===== src/rtl/ctxRegMacros_macros.svh =====
// Register context parameters
`ifndef CTX_REG_MACROS_SVH
`define CTX_REG_MACROS_SVH

`define CTX_DATA_WIDTH      32  // register word
`define CTX_NUM_REGS        32  // registers per bank
`define CTX_REG_ADDR_WIDTH  5
`define CTX_NUM_LEVELS      8   // banks, level 0 is thread mode
`define CTX_LEVEL_WIDTH     3
`define CTX_NUM_IRQS        (`CTX_NUM_LEVELS - 1)

`define CTX_REQ_DEPTH       4   // also the sender's initial credits
`define CTX_REQ_PTR_WIDTH   2
`define CTX_REQ_CNT_WIDTH   3   // holds 0 to depth

`define CTX_RESP_CREDITS    2   // response credits held after reset
`define CTX_RESP_CNT_WIDTH  2

`endif


===== src/rtl/ctxRegPkg.sv =====
// Register context types
`include "ctxRegMacros_macros.svh"

package ctxRegPkg;

  typedef logic [`CTX_DATA_WIDTH-1:0] dataT;
  typedef logic [`CTX_REG_ADDR_WIDTH-1:0] regAddrT;
  typedef logic [`CTX_LEVEL_WIDTH-1:0] levelT;

  // access kinds on the request channel
  typedef enum logic [1:0] {
    RegRead      = 2'd0,  // two reads, no write
    RegWrite     = 2'd1,  // write only
    RegReadWrite = 2'd2   // write plus two reads, same cycle
  } regOpT;

  typedef struct packed {
    regOpT   op;
    regAddrT writeAddr;
    dataT    writeData;
    regAddrT readAddr1;
    regAddrT readAddr2;
  } regReqT;

  // read results as sampled at issue
  typedef struct packed {
    dataT  readData1;
    dataT  readData2;
    dataT  readRa;     // ra of the level at issue
    levelT level;
  } regRespT;

  // interrupt entry sequencing
  typedef enum logic {
    LvlIdle = 1'b0,
    LvlMark = 1'b1  // ra marker write cycle
  } levelStateT;

endpackage


===== src/rtl/irqLevelCtrl.sv =====
// Interrupt level controller
`timescale 1ns/100ps
`include "ctxRegMacros_macros.svh"

module irqLevelCtrl (
  input  logic                     clk,
  input  logic                     reset,
  input  logic [`CTX_NUM_IRQS-1:0] irqPending,
  input  logic                     irqReturn,
  output logic [`CTX_NUM_IRQS-1:0] irqAck,
  output ctxRegPkg::levelT         curLevel,
  output logic                     raMarkEn
);

  ctxRegPkg::levelStateT    state;
  ctxRegPkg::levelT         stackMem [`CTX_NUM_LEVELS];
  ctxRegPkg::levelT         stackPtr;   // number of saved levels
  ctxRegPkg::levelT         popPtr;
  logic                     hitValid;
  ctxRegPkg::levelT         hitLevel;
  logic [`CTX_NUM_IRQS-1:0] hitOneHot;
  logic                     doReturn;
  logic                     takeIrq;

  // fixed priority, irq i sits at level i+1 so the highest index wins
  always_comb begin
    hitValid  = 1'b0;
    hitLevel  = '0;
    hitOneHot = '0;
    for (int i = 0; i < `CTX_NUM_IRQS; i++) begin
      if (irqPending[i]) begin
        hitValid     = 1'b1;
        hitLevel     = ctxRegPkg::levelT'(i + 1);
        hitOneHot    = '0;
        hitOneHot[i] = 1'b1;
      end
    end
  end

  assign popPtr = stackPtr - 3'd1;

  // a return takes the cycle, a pending entry is retried afterwards
  assign doReturn = (state == ctxRegPkg::LvlIdle) && irqReturn && (stackPtr != '0);
  assign takeIrq  = (state == ctxRegPkg::LvlIdle) && !doReturn && hitValid &&
                    (hitLevel > curLevel);

  always_ff @(posedge clk) begin
    if (reset) begin
      state    <= ctxRegPkg::LvlIdle;
      curLevel <= '0;
      stackPtr <= '0;
      irqAck   <= '0;
    end else begin
      irqAck <= '0;  // single cycle pulse
      case (state)
        ctxRegPkg::LvlIdle: begin
          if (doReturn) begin
            curLevel <= stackMem[popPtr];  // back to the interrupted level
            stackPtr <= popPtr;
          end else if (takeIrq) begin
            curLevel <= hitLevel;
            stackPtr <= stackPtr + 3'd1;
            irqAck   <= hitOneHot;
            state    <= ctxRegPkg::LvlMark;
          end
        end
        ctxRegPkg::LvlMark: begin
          state <= ctxRegPkg::LvlIdle;  // marker written this cycle
        end
        default: begin
          state <= ctxRegPkg::LvlIdle;
        end
      endcase
    end
  end

  // saved levels, only the pointer is cleared
  always_ff @(posedge clk) begin
    if (takeIrq) begin
      stackMem[stackPtr] <= curLevel;
    end
  end

  // curLevel already holds the new level during the mark cycle
  assign raMarkEn = (state == ctxRegPkg::LvlMark);

endmodule


===== config.mk =====
export PLATFORM = sky130hd
export DESIGN_NAME = irqLevelCtrl
export DESIGN_NICKNAME = d
export VERILOG_FILES = /design/src/rtl/ctxRegPkg.sv /design/src/rtl/irqLevelCtrl.sv
export VERILOG_INCLUDE_DIRS = /design/src /design/src/rtl
export SDC_FILE = /design/constraint.sdc
export NUM_CORES = 1
export LEC_CHECK = 0
export BUFFER_PORTS_ARGS = -buffer_cell sky130_fd_sc_hd__buf_2
export CAP_MARGIN = 0
export CORE_MARGIN = 2
export CORE_UTILIZATION = 43
export DETAILED_ROUTE_END_ITERATION = 7
export GPL_ROUTABILITY_DRIVEN = 0
export GPL_TIMING_DRIVEN = 0
export PLACE_DENSITY = 0.72
export SLEW_MARGIN = 20
export SYNTH_ARGS = -nofsm -noshare
export SYNTH_HDL_FRONTEND = slang
export SYNTH_SLANG_ARGS = --single-unit

===== constraint.sdc =====
create_clock -name clk -period 3.8 [get_ports clk]
set_clock_uncertainty 0.05 [all_clocks]
set_input_delay 0.76 -clock clk [delete_from_list [all_inputs] [get_ports clk]]
set_output_delay 0.76 -clock clk [all_outputs]
set_load 0.1 [all_outputs]

==> flow_summary.json <==
{
  "clkTransAtPathRegs_ns": 0.07,
  "ys_seq_area_frac": 0.5690,
  "yosys-top-cells-area": "edfxtp_1 41%, dfxtp_1 16%, mux4_2 7.7%, ha_1 4.3%, mux2_2 2.6%",
  "core_area_um2": 3971,
  "cp-start-kind": "input pin",
  "route.vias.total": 1212,
  "synth_nets": 151,
  "synth_cell_types": 47,
  "internal_power_uw": 904.7,
  "nFillCells": 357,
  "drt_iter0_markers": 44,
  "die_w_um": 67.96,
  "grt_max_degree": 13,
  "drc": 0,
  "p_leak_uw": 0.0007563,
  "rows": 23,
  "drive_gt1_frac": 0.2883,
  "worstSetupPathType": "in -> reg",
  "drtPass1Iterations": 4,
  "clk_latency_ns": 0.29,
  "grt_usage": 0.1748,
  "syn_avg_cell_area_um2": 13.03,
  "initial_utilization": 0.4430,
  "htreeDepth": 2,
  "cts_resized": 1,
  "yosysTopAreaCellShare": 0.4097,
  "ir_drop_mv": 0.4525,
  "tns_ns": 0,
  "cellPowerDensity_nw_per_um2": 786.1,
  "max_slew_margin": 0.4880,
  "grt_pass1_wl_mm": 5.733,
  "seqPwrFrac": 0.388,
  "status": "complete, no violations",
  "antenna_found_initial": 0,
  "grt_pass1_vias": 1156,
  "layout_commonest_cell": "edfxtp_1",
  "cts_tree": "yes",
  "synthArstFlopShare": 0,
  "syn_inst": 135,
  "synthesis.area_um2": 1759,
  "cts-root-buf": "clkbuf_8",
  "diodes": 0,
  "hold_viol_final": 0,
  "vias_per_cell": 5.690,
  "yosysTopAreaCell": "edfxtp_1",
  "worstPathRequired_ns": 3.68,
  "slew_violations": 0,
  "power_switching_uw": 676.9,
  "io_pins": 21,
  "cap_violations": 0,
  "setup_viol": 0,
  "most-common-layout-cells": "24 x edfxtp_1, 22 x buf_2, 14 x dfxtp_1, 10 x nor2_1, 9 x inv_1",
  "cts_buffers": 5,
  "areaGrowthSynthToFinish_pct": 14.37,
  "nets": 178,
  "min_path_type": "reg -> reg",
  "overflow": 0,
  "swShare": 0.4280,
  "wl_per_cell_um": 16.56,
  "clkPwrFrac": 0.167,
  "synth_warnings": 0,
  "rsz0062_at_grt": "false",
  "critPathMaxFanout": 9,
  "max_freq_mhz": 277.1,
  "synth_edf_count": 24,
  "worstMarginPinSlew_ns": 0.7610,
  "fin_util": 0.5066,
  "comb_power_share": 0.445,
  "post_cts_buffers": 0,
  "clockBufferDepth": 2,
  "critPathArrivalTime_ns": 3.49,
  "synth_seq_cells": 38,
  "drt.antenna.violating_nets": 0,
  "ys.flop_type": "edfxtp_1",
  "portBuffers": 20,
  "dieArea_um2": 4619,
  "cts_sinks": 38,
  "end_kind": "register",
  "hold_buffers": 0,
  "final.period_utilization": 0.9498,
  "place.detailed.hpwl_mm": 2.585,
  "die_h_um": 67.96,
  "wl_mm": 3.528,
  "period_needed_ns": 3.609,
  "holdWs_ns": 0.5634
}
## flip-flops by register name (all words and copies together) (netlist names)
register  flops
irqAck        7
stackMem     24
raMarkEn      1
stackPtr      3
curLevel      3
## path summary, 6_finish.rpt
check	start	endpoint	slack, ns	cells after the start
worst max-delay path	irqPending[6]	stackMem[3][2]	0.19	8
worst min-delay path	curLevel[1]	stackMem[2][1]	0.56	0
worst max register to register	curLevel[1]	stackMem[3][2]	0.76	6
worst min register to register	curLevel[1]	stackMem[2][1]	0.56	0
## layout make-up
type | count | area, um2 | share of cell area
Clock inverter | 3 | 16.27 | 0.008085
Inverter | 10 | 37.54 | 0.01866
Multi-Input combinational cell | 81 | 700.7 | 0.3483
Tap cell | 50 | 62.56 | 0.03109
Sequential cell | 38 | 1001 | 0.4975
Clock buffer | 5 | 68.82 | 0.03420
Buffer | 6 | 25.02 | 0.01244
Timing Repair Buffer | 20 | 100.1 | 0.04975
## worst max-delay path, stage by stage
cell      delay [ns]
buf_2           0.12
or4_1           0.50
buf_2           0.16
ha_1            0.31
and3_1          0.20
a211oi_2        0.52
nand2_2         0.26
nor4_1          0.64
## synthesized netlist by cell type (2+ instances only)
| library cell | number |
|---|---|
| nor3b_1 | 2 |
| ha_1 | 6 |
| inv_1 | 9 |
| nor2_1 | 10 |
| edfxtp_1 | 24 |
| clkbuf_1 | 3 |
| or4_1 | 2 |
| dfxtp_1 | 14 |
| buf_2 | 2 |
| nor4_1 | 6 |
| mux4_2 | 6 |
| nand2_1 | 6 |
| a21oi_1 | 4 |
| mux2_2 | 4 |
| and3_1 | 2 |
| and4_1 | 2 |
| nor3_1 | 2 |
| nand3_1 | 2 |
## metrics by stage
| step | setup WS [ns] | std cells | total power [uW] | area [um2] |
|---|---|---|---|---|
| finish | 0.1906 | 213 | 1582 | 2012 |
| detailed placement | -0.4174 | 205 | 1313 | 1922 |
| global placement | -0.3307 | 205 | 1291 | 1922 |
| global route | 0.03188 | 213 | 1672 | 2012 |
| CTS | 0.2280 | 213 | 1584 | 2012 |
| floorplan | 0.2764 | 135 | 1149 | 1759 |
## routing by layer
metal	part of all wire	up-vias	track usage	wire length [um]
met3	0.070	7	0.05099	248
met1	0.43	585	0.2214	1501
met4	0.016	0	0.08250	58
met5	0	-	0	0
met2	0.49	39	0.2755	1720
li1	-	581	-	-
## power by group through the flow
stage	clock (uW)	sequential [uW]	combinational (uW)
finish	264	614	704
global route	288	625	760
CTS	271	614	699
detailed placement	0	622	691
global placement	0	615	676
floorplan	0	754	396
## cell families after synthesis
| family | share of synthesized area |
|---|---|
| buffers and inverters | 0.03556 |
| AOI/OAI and AO/OA | 0.09460 |
| adders and majority gates | 0.04267 |
| xor gates and xnor gates | 0.004980 |
| muxes | 0.1081 |
| and+or+nand+nor | 0.1451 |
| DFF | 0.5690 |
Note: power is estimated with default switching activity, not from simulation.
