**src/rtl/ctxRegMacros_macros.svh**
```systemverilog
// Register context parameters
`ifndef CTX_REG_MACROS_SVH
`define CTX_REG_MACROS_SVH

`define CTX_DATA_WIDTH      32  // register word
`define CTX_NUM_REGS        32  // registers per bank
`define CTX_REG_ADDR_WIDTH  5
`define CTX_NUM_LEVELS      8   // banks, level 0 is thread mode
`define CTX_LEVEL_WIDTH     3
`define CTX_NUM_IRQS        (`CTX_NUM_LEVELS - 1)

`define CTX_REQ_DEPTH       4   // also the sender's initial credits
`define CTX_REQ_PTR_WIDTH   2
`define CTX_REQ_CNT_WIDTH   3   // holds 0 to depth

`define CTX_RESP_CREDITS    2   // response credits held after reset
`define CTX_RESP_CNT_WIDTH  2

`endif

```
**src/rtl/ctxRegPkg.sv**
```systemverilog
// Register context types
`include "ctxRegMacros_macros.svh"

package ctxRegPkg;

  typedef logic [`CTX_DATA_WIDTH-1:0] dataT;
  typedef logic [`CTX_REG_ADDR_WIDTH-1:0] regAddrT;
  typedef logic [`CTX_LEVEL_WIDTH-1:0] levelT;

  // access kinds on the request channel
  typedef enum logic [1:0] {
    RegRead      = 2'd0,  // two reads, no write
    RegWrite     = 2'd1,  // write only
    RegReadWrite = 2'd2   // write plus two reads, same cycle
  } regOpT;

  typedef struct packed {
    regOpT   op;
    regAddrT writeAddr;
    dataT    writeData;
    regAddrT readAddr1;
    regAddrT readAddr2;
  } regReqT;

  // read results as sampled at issue
  typedef struct packed {
    dataT  readData1;
    dataT  readData2;
    dataT  readRa;     // ra of the level at issue
    levelT level;
  } regRespT;

  // interrupt entry sequencing
  typedef enum logic {
    LvlIdle = 1'b0,
    LvlMark = 1'b1  // ra marker write cycle
  } levelStateT;

endpackage

```
**src/rtl/regReqQueue.sv**
```systemverilog
// Credited register request queue
`timescale 1ns/100ps
`include "ctxRegMacros_macros.svh"

module regReqQueue (
  input  logic                clk,
  input  logic                reset,
  input  logic                reqValid,
  input  ctxRegPkg::regReqT   req,
  output logic                reqCredit,
  input  logic                respCredit,
  output logic                respValid,
  output ctxRegPkg::regRespT  resp,
  output logic                writeEn,
  output ctxRegPkg::regAddrT  writeAddr,
  output ctxRegPkg::dataT     writeData,
  output ctxRegPkg::regAddrT  readAddr1,
  output ctxRegPkg::regAddrT  readAddr2,
  input  ctxRegPkg::dataT     readData1,
  input  ctxRegPkg::dataT     readData2,
  input  ctxRegPkg::dataT     readRa,
  input  ctxRegPkg::levelT    level
);

  ctxRegPkg::regReqT              fifoMem [`CTX_REQ_DEPTH];
  logic [`CTX_REQ_PTR_WIDTH-1:0]  wrPtr;
  logic [`CTX_REQ_PTR_WIDTH-1:0]  rdPtr;
  logic [`CTX_REQ_CNT_WIDTH-1:0]  count;
  logic [`CTX_RESP_CNT_WIDTH-1:0] respCredits;
  ctxRegPkg::regReqT              head;
  logic                           issue;
  logic                           readsRegs;

  assign head  = fifoMem[rdPtr];
  assign issue = (count != '0) && (respCredits != '0);  // one access per cycle

  // op decode toward the bank
  assign readsRegs = (head.op != ctxRegPkg::RegWrite);
  assign writeEn   = issue && (head.op != ctxRegPkg::RegRead);
  assign writeAddr = head.writeAddr;
  assign writeData = head.writeData;
  assign readAddr1 = readsRegs ? head.readAddr1 : '0;  // x0 reads as zero
  assign readAddr2 = readsRegs ? head.readAddr2 : '0;

  // the sender holds credits, so every valid request has a free slot
  always_ff @(posedge clk) begin
    if (reqValid) begin
      fifoMem[wrPtr] <= req;
    end
  end

  always_ff @(posedge clk) begin
    if (reset) begin
      wrPtr       <= '0;
      rdPtr       <= '0;
      count       <= '0;
      respCredits <= `CTX_RESP_CNT_WIDTH'(`CTX_RESP_CREDITS);
    end else begin
      if (reqValid) wrPtr <= wrPtr + 1'b1;  // depth is a power of two
      if (issue) rdPtr <= rdPtr + 1'b1;
      case ({reqValid, issue})
        2'b10:   count <= count + 1'b1;
        2'b01:   count <= count - 1'b1;
        default: count <= count;
      endcase
      case ({respCredit, issue})
        2'b10:   respCredits <= respCredits + 1'b1;
        2'b01:   respCredits <= respCredits - 1'b1;
        default: respCredits <= respCredits;
      endcase
    end
  end

  always_ff @(posedge clk) begin
    if (reset) begin
      reqCredit <= 1'b0;
      respValid <= 1'b0;
    end else begin
      reqCredit <= issue;  // slot freed
      respValid <= issue;
    end
  end

  // bank outputs sampled at the issue edge
  always_ff @(posedge clk) begin
    if (issue) begin
      resp.readData1 <= readData1;
      resp.readData2 <= readData2;
      resp.readRa    <= readRa;
      resp.level     <= level;
    end
  end

endmodule

```
**config.mk**
```make
export PLATFORM = sky130hd
export DESIGN_NAME = regReqQueue
export DESIGN_NICKNAME = d
export VERILOG_FILES = /design/src/rtl/ctxRegPkg.sv /design/src/rtl/regReqQueue.sv
export VERILOG_INCLUDE_DIRS = /design/src /design/src/rtl
export SDC_FILE = /design/constraint.sdc
export NUM_CORES = 1
export LEC_CHECK = 0
export CAP_MARGIN = 40
export CORE_MARGIN = 3
export CORE_UTILIZATION = 34
export DETAILED_ROUTE_END_ITERATION = 6
export DONT_BUFFER_PORTS = 1
export RECOVER_POWER = 100
export SLEW_MARGIN = 40
export SYNTH_ARGS = -nofsm -noshare
export SYNTH_HDL_FRONTEND = slang
export SYNTH_SLANG_ARGS = --single-unit
```
**constraint.sdc**
```tcl
create_clock -name clk -period 5.3 [get_ports clk]
set_clock_uncertainty 0.05 [all_clocks]
set_input_delay 0.53 -clock clk [delete_from_list [all_inputs] [get_ports clk]]
set_output_delay 0.53 -clock clk [all_outputs]
set_load 0.03 [all_outputs]
```
==> results.toml, run 1 <==
[clocking]
clockBufferDepth = 3
cts_buffers = 31
ctsResizeCount = 0
clk_latency_ps = 550
h-tree-depth = 1
cts.sinks = 307
clock-root-buffer = "clkbuf_16"
cts_tree = "yes"
clkTransAtPathRegs_ps = 70

[pwr]
switching_share_pct = 35.5
clockPowerShare_pct = 29.3
comb_power_share_pct = 16.5
p_int_mw = 5.25
powerDensity_nw_per_um2 = 588
p_leak_nw = 4.51
netSwitchingPower_mw = 2.88
vdd_drop_max_v = 0.000525
seqPwrFrac_pct = 54.2

[synthesis]
ys.flop_type = "edfxtp_1"
synth_mux_area_share_pct = 10.5
synth_edf_count = 295
synth_seq_area_share_pct = 84.9
yosys.area.top_type = "edfxtp_1"
postSynth.asyncResetShare_pct = 0
yosys-top-cells-area = "edfxtp_1 (83%), mux4_2 (10%), dfxtp_1 (2.2%)"
synth_adder_area_share_pct = 0.888
synth.distinct_cells = 24
syn-mean-instance-area_um2 = 25.2
netlist_instances = 425
yosys.cell_count.top_type = "edfxtp_1"
synth_seq_cells = 307
synth_compound_gate_area_share_pct = 0.385
synthSimpleGateAreaFrac_pct = 1.74
synth_top_area_share_pct = 82.7
yosysWarnings = 0
synth_area_um2 = 10700
ys_top_cells_by_count = "edfxtp_1 (295), mux4_2 (49), dfxtp_1 (12)"
synth_xor_area_share_pct = 0.491
synth_nets = 584
synth_top_family_by_area = "multiplexers"

[floorplan]
ios = 301
design.core.area_um2 = 30800
die_h_um = 183
dieArea_um2 = 33700
rows = 64
dieWidth_um = 183
start_util_pct = 34.7

[grt]
gr-usage-all-layers_pct = 14.2
grt.overflow.total = 0
antenna_found_initial = 0
grt_max_degree = 68
grt_pass1_vias = 5416
grt_pass1_wl_mm = 35.6

[setup_path]
cp.required_ps = 4720
reg2reg_depth = 4
path_max_fanout = 15
worst_setup_path_start_kind = "flop"
worst_setup_path_end_kind = "output port"
crit_type = "reg -> out"
arrival_ps = 3240

[flow_run]
maxCapViolCount = 5

[detailed_routing]
drc_errors = 0
top_layer = "met4"
wl_met3_mm = 2.12
route.met2.wl_mm = 12.6
via_per_inst = 4.81
wire_per_inst_um = 23.9
drt-initial-drc-count = 217
wl_met1_mm = 8.78
dr.pass1.iters = 4
via_count = 4918
routed_wirelength_mm = 24.5
ant_nets = 0

[sta]
slew_headroom_pct = -127
worst_pin_slew_ps = 3410
rsz0062_at_grt = "false"
report.final.slew_viol_count = 268
timing.hold.ws_ps = 32.0
setup_tns_ps = 0
max_freq_mhz = 262
hold_viol = 0
period_needed_ps = 3820
finalCritPeriodShare_pct = 72.0
setup_viol = 0

[placed_design]
dp_hpwl_mm = 16.1
dp.cells = 816
port_buffers = 0
globalplace.congestion = 0.840

[status]
violations = "capacitance limit, slew limit"
status = "finished with violations"

[final_layout]
fillCellCount = 2530
drive_above_1_share_pct = 19.5
n_antenna_cell = 0
nNetsFinal = 761
syn2layout_area_growth_pct = 29.0
finalNonFillerCells = 1023

[hold_path]
min_path_type = "in -> reg"
hold_path_depth = 1
## stage by stage
step           instance area, µm²  power (mW)  setup slack [ps]  util (%)
6_report                    13800        8.13              1480      44.8
5_1_grt                     13800        8.45              1160      44.8
4_1_cts                     13900        8.23              2310      44.9
2_1_floorplan               10700        5.31              1510         -
3_5_place_dp                11200        5.72              2600      36.4
3_3_place_gp                11200        5.67              2360      36.2
## power by group through the flow
stage | clock network, mW | registers, mW | logic, mW
after global placement | 0 | 4.51 | 1.15
after CTS | 2.44 | 4.41 | 1.38
after floorplan | 0 | 4.23 | 1.07
after global routing | 2.55 | 4.45 | 1.45
after detailed placement | 0 | 4.45 | 1.27
final | 2.39 | 4.40 | 1.34
## repair_timing
item,CTS,global route
setup buffers,0,0
hold buffers,149,0
hold endpoints to repair,306,0
## state kept, by name (all words and copies together) (netlist names), named ones only
name         count
count            3
fifoMem        196
rdPtr            2
resp            99
respCredits      2
respValid        1
wrPtr            2
## critical path: stages (launching register included)
cell and delay, ps:
dfxtp_1 1090, mux4_2 630, and2b_1 720, nor2b_2 230
## path summary, 6_finish.rpt
check | from | end | slack (ps)
setup / recovery | flop | readAddr1[2] | 1480
hold / removal | reset | respCredits[1] | 30
setup reg to reg | wrPtr[0] | fifoMem[2][41] | 1630
hold reg to reg | count[2] | count[2] | 470
## layout by cell type (no fill, tap or decap), types with 5 or more instances in the layout
cell type        n
nor2b_2         10
bufinv_16        8
clkbuf_16       31
nor2_1          10
clkbuf_1         5
dlygate4sd3_1  149
inv_1            5
ha_1             6
mux4_2          49
dfxtp_1         11
edfxtp_1       295
## cell families after synthesis
| logic type | count (synthesis) |
|---|---|
| XOR/XNOR | 6 |
| adder cells (fa/ha/maj) | 7 |
| flip-flops | 307 |
| AO/OA/AOI/OAI | 6 |
| buffers and inverters | 19 |
| multiplexers | 51 |
| AND/OR/NAND/NOR | 29 |
## final cells by class
class	count	area, µm²	share of cell area [%]
clock inverters	26	362	2.62
clock buffers	32	779	5.64
multi-input cells	99	1490	10.8
inverters	6	25.0	0.181
repair buffers	157	1570	11.3
well taps	396	495	3.58
flip-flops and latches	307	9100	65.8
## per-layer routing
| layer | global-route usage [%] | vias to the layer above |
|---|---|---|
| li1 | - | 2108 |
| met1 | 16.3 | 2510 |
| met2 | 24.9 | 253 |
| met3 | 4.81 | 47 |
| met4 | 5.06 | 0 |
| met5 | 0 | - |
Power figures use the tool's default switching activity.
==> run 2: changes to the inputs <==
- clock period: 5.3 -> 3.6 ns (I/O delays scaled with it)
==> run 2 against run 1 <==
Compared with the run above: worst setup slack lost 1000 ps; critical path depth is the same; worst hold slack gained 160 ps; critical path type is now reg -> reg; sequential cell count is the same; the run still ends with capacitance limit, slew limit left; die area is the same; critical endpoint is now fifoMem[3][15]; largest power group unchanged; clock-buffer cell count grew 9; final area shrank 1.3%.
==> results.toml, run 2 (synthesis results as in run 1) <==
[status]
status = "finished with violations"
violations = "capacitance limit, slew limit"

[sta]
setup_viol = 0
report.final.slew_viol_count = 82
timing.hold.ws_ps = 197
rsz0062_at_grt = "false"
max_freq_mhz = 321
finalCritPeriodShare_pct = 86.5
setup_tns_ps = 0
period_needed_ps = 3110
slew_headroom_pct = -15.7
hold_viol = 0
worst_pin_slew_ps = 1730

[grt]
gr-usage-all-layers_pct = 14.1
grt_pass1_vias = 5355
grt_pass1_wl_mm = 35.5
grt.overflow.total = 0
antenna_found_initial = 1
grt_max_degree = 100

[detailed_routing]
drc_errors = 0
via_per_inst = 4.78
ant_nets = 0
routed_wirelength_mm = 24.4
dr.pass1.iters = 4
via_count = 4894
drt-initial-drc-count = 236
wire_per_inst_um = 23.9

[setup_path]
cp.required_ps = 3710
r2r_start = "wrPtr[0]"
worst_setup_path_start_kind = "flop"
crit_type = "reg -> reg"
path_max_fanout = 31
path_cells = "ha_1, and2_0, clkbuf_2"
reg2reg_to = "fifoMem[3][15]"
timing.reg2reg.setup_slack_ps = 490
cp_slowest_cell = "and2_0"
reg2reg_depth = 3
cpPeakStageDelay_ps = 1230
arrival_ps = 3230
worst_setup_path_end_kind = "flop"

[pwr]
clockPowerShare_pct = 26.4
p_leak_nw = 4.43
p_int_mw = 7.27
seqPwrFrac_pct = 56.8
switching_share_pct = 36.3
comb_power_share_pct = 16.8
powerDensity_nw_per_um2 = 837
vdd_drop_max_v = 0.000645
netSwitchingPower_mw = 4.14

[final_layout]
nNetsFinal = 761
layout_commonest_cell = "edfxtp_1"
final_cell_mix = "edfxtp_1 (295), dlygate4sd3_1 (150), mux4_2 (49)"
largest_reg_flops = 196
fin_area_um2 = 13600
regMostFlops = "fifoMem"
top_regs = "fifoMem (196), resp (99), count (3)"
fillCellCount = 2557
syn2layout_area_growth_pct = 27.3
drive_above_1_share_pct = 18.1

[hold_path]
min_path_type = "in -> reg"
hold_path_depth = 4
min_from = "respCredit"
hold_path_end = "respCredits[0]"

[floorplan]
dieArea_um2 = 33700
die_h_um = 183
dieWidth_um = 183
start_util_pct = 34.7
ios = 301
rows = 64
design.core.area_um2 = 30800

[flow_run]
maxCapViolCount = 4

[clocking]
ctsResizeCount = 0
clockBufferDepth = 3
clk_latency_ps = 540
cts_buffers = 30
cts.sinks = 307
cts_tree = "yes"
clock-root-buffer = "clkbuf_16"
clkTransAtPathRegs_ps = 60
postCtsSetupRepairBufs = 0
h-tree-depth = 1

[placed_design]
dpl-instance-area_um2 = 11200
port_buffers = 0
dp_hpwl_mm = 16.6
globalplace.congestion = 0.848
==> run 2: routing by layer <==
layer | vias up | track usage [%] | wire length [µm]
met5 | - | 0 | 0
met3 | 45 | 3.86 | 2090
li1 | 2107 | - | -
met4 | 0 | 3.96 | 587
met2 | 275 | 25.5 | 12900
met1 | 2467 | 16.5 | 8810
==> run 2: timing repair <==
item,CTS,global route
hold buffers,150,0
hold endpoints to repair,307,0
endpoints found under the setup margin,0,0
==> run 2: worst max-delay path by stage <==
stage	startpoint	to	slack [ps]	depth (start not counted)
CTS	flop	readAddr1[2]	530	3
global route	wrPtr[0]	fifoMem[3][6]	230	3
detailed placement	flop	readAddr1[2]	1130	3
finish	wrPtr[0]	fifoMem[3][15]	490	3
global placement	flop	readAddr2[4]	1160	3
floorplan	count[2]	count[2]	-130	7
==> run 2: through the flow <==
stage | total power, mW | utilization, % | setup slack (ps) | cells
final | 11.4 | 44.2 | 486 | 1023
after global placement | 8.34 | 36.3 | 1160 | 816
after floorplan | 7.82 | - | -135 | 425
after global routing | 11.9 | 44.2 | 232 | 1023
after CTS | 11.6 | 44.4 | 527 | 1022
after detailed placement | 8.39 | 36.4 | 1130 | 816
==> run 2: power by group through the flow <==
stage          clock network, mW  registers, mW  logic (mW)
6_report                    3.01           6.48        1.91
4_1_cts                     3.09           6.51        1.98
3_3_place_gp                   0           6.58        1.76
5_1_grt                     3.26           6.55        2.05
2_1_floorplan                  0           6.22        1.60
3_5_place_dp                   0           6.57        1.83
==> run 2: area by class of cell <==
cell class              instances  area, µm²  area share (%)
inverters                       6       26.3           0.193
clock buffers                  41        863            6.33
multi-input cells              99       1470            10.8
repair buffers                158       1560            11.4
flip-flops and latches        307       9100            66.8
diodes                          1       2.50          0.0184
clock inverters                15        114           0.835
well taps                     396        495            3.63
==> run 2: worst max-delay path, delay by kind of cell (launching register included) <==
family	cells	cell delay, ps
fa+ha+maj	1	170
buf+inv	1	860
flops	1	410
simple gates	1	1230
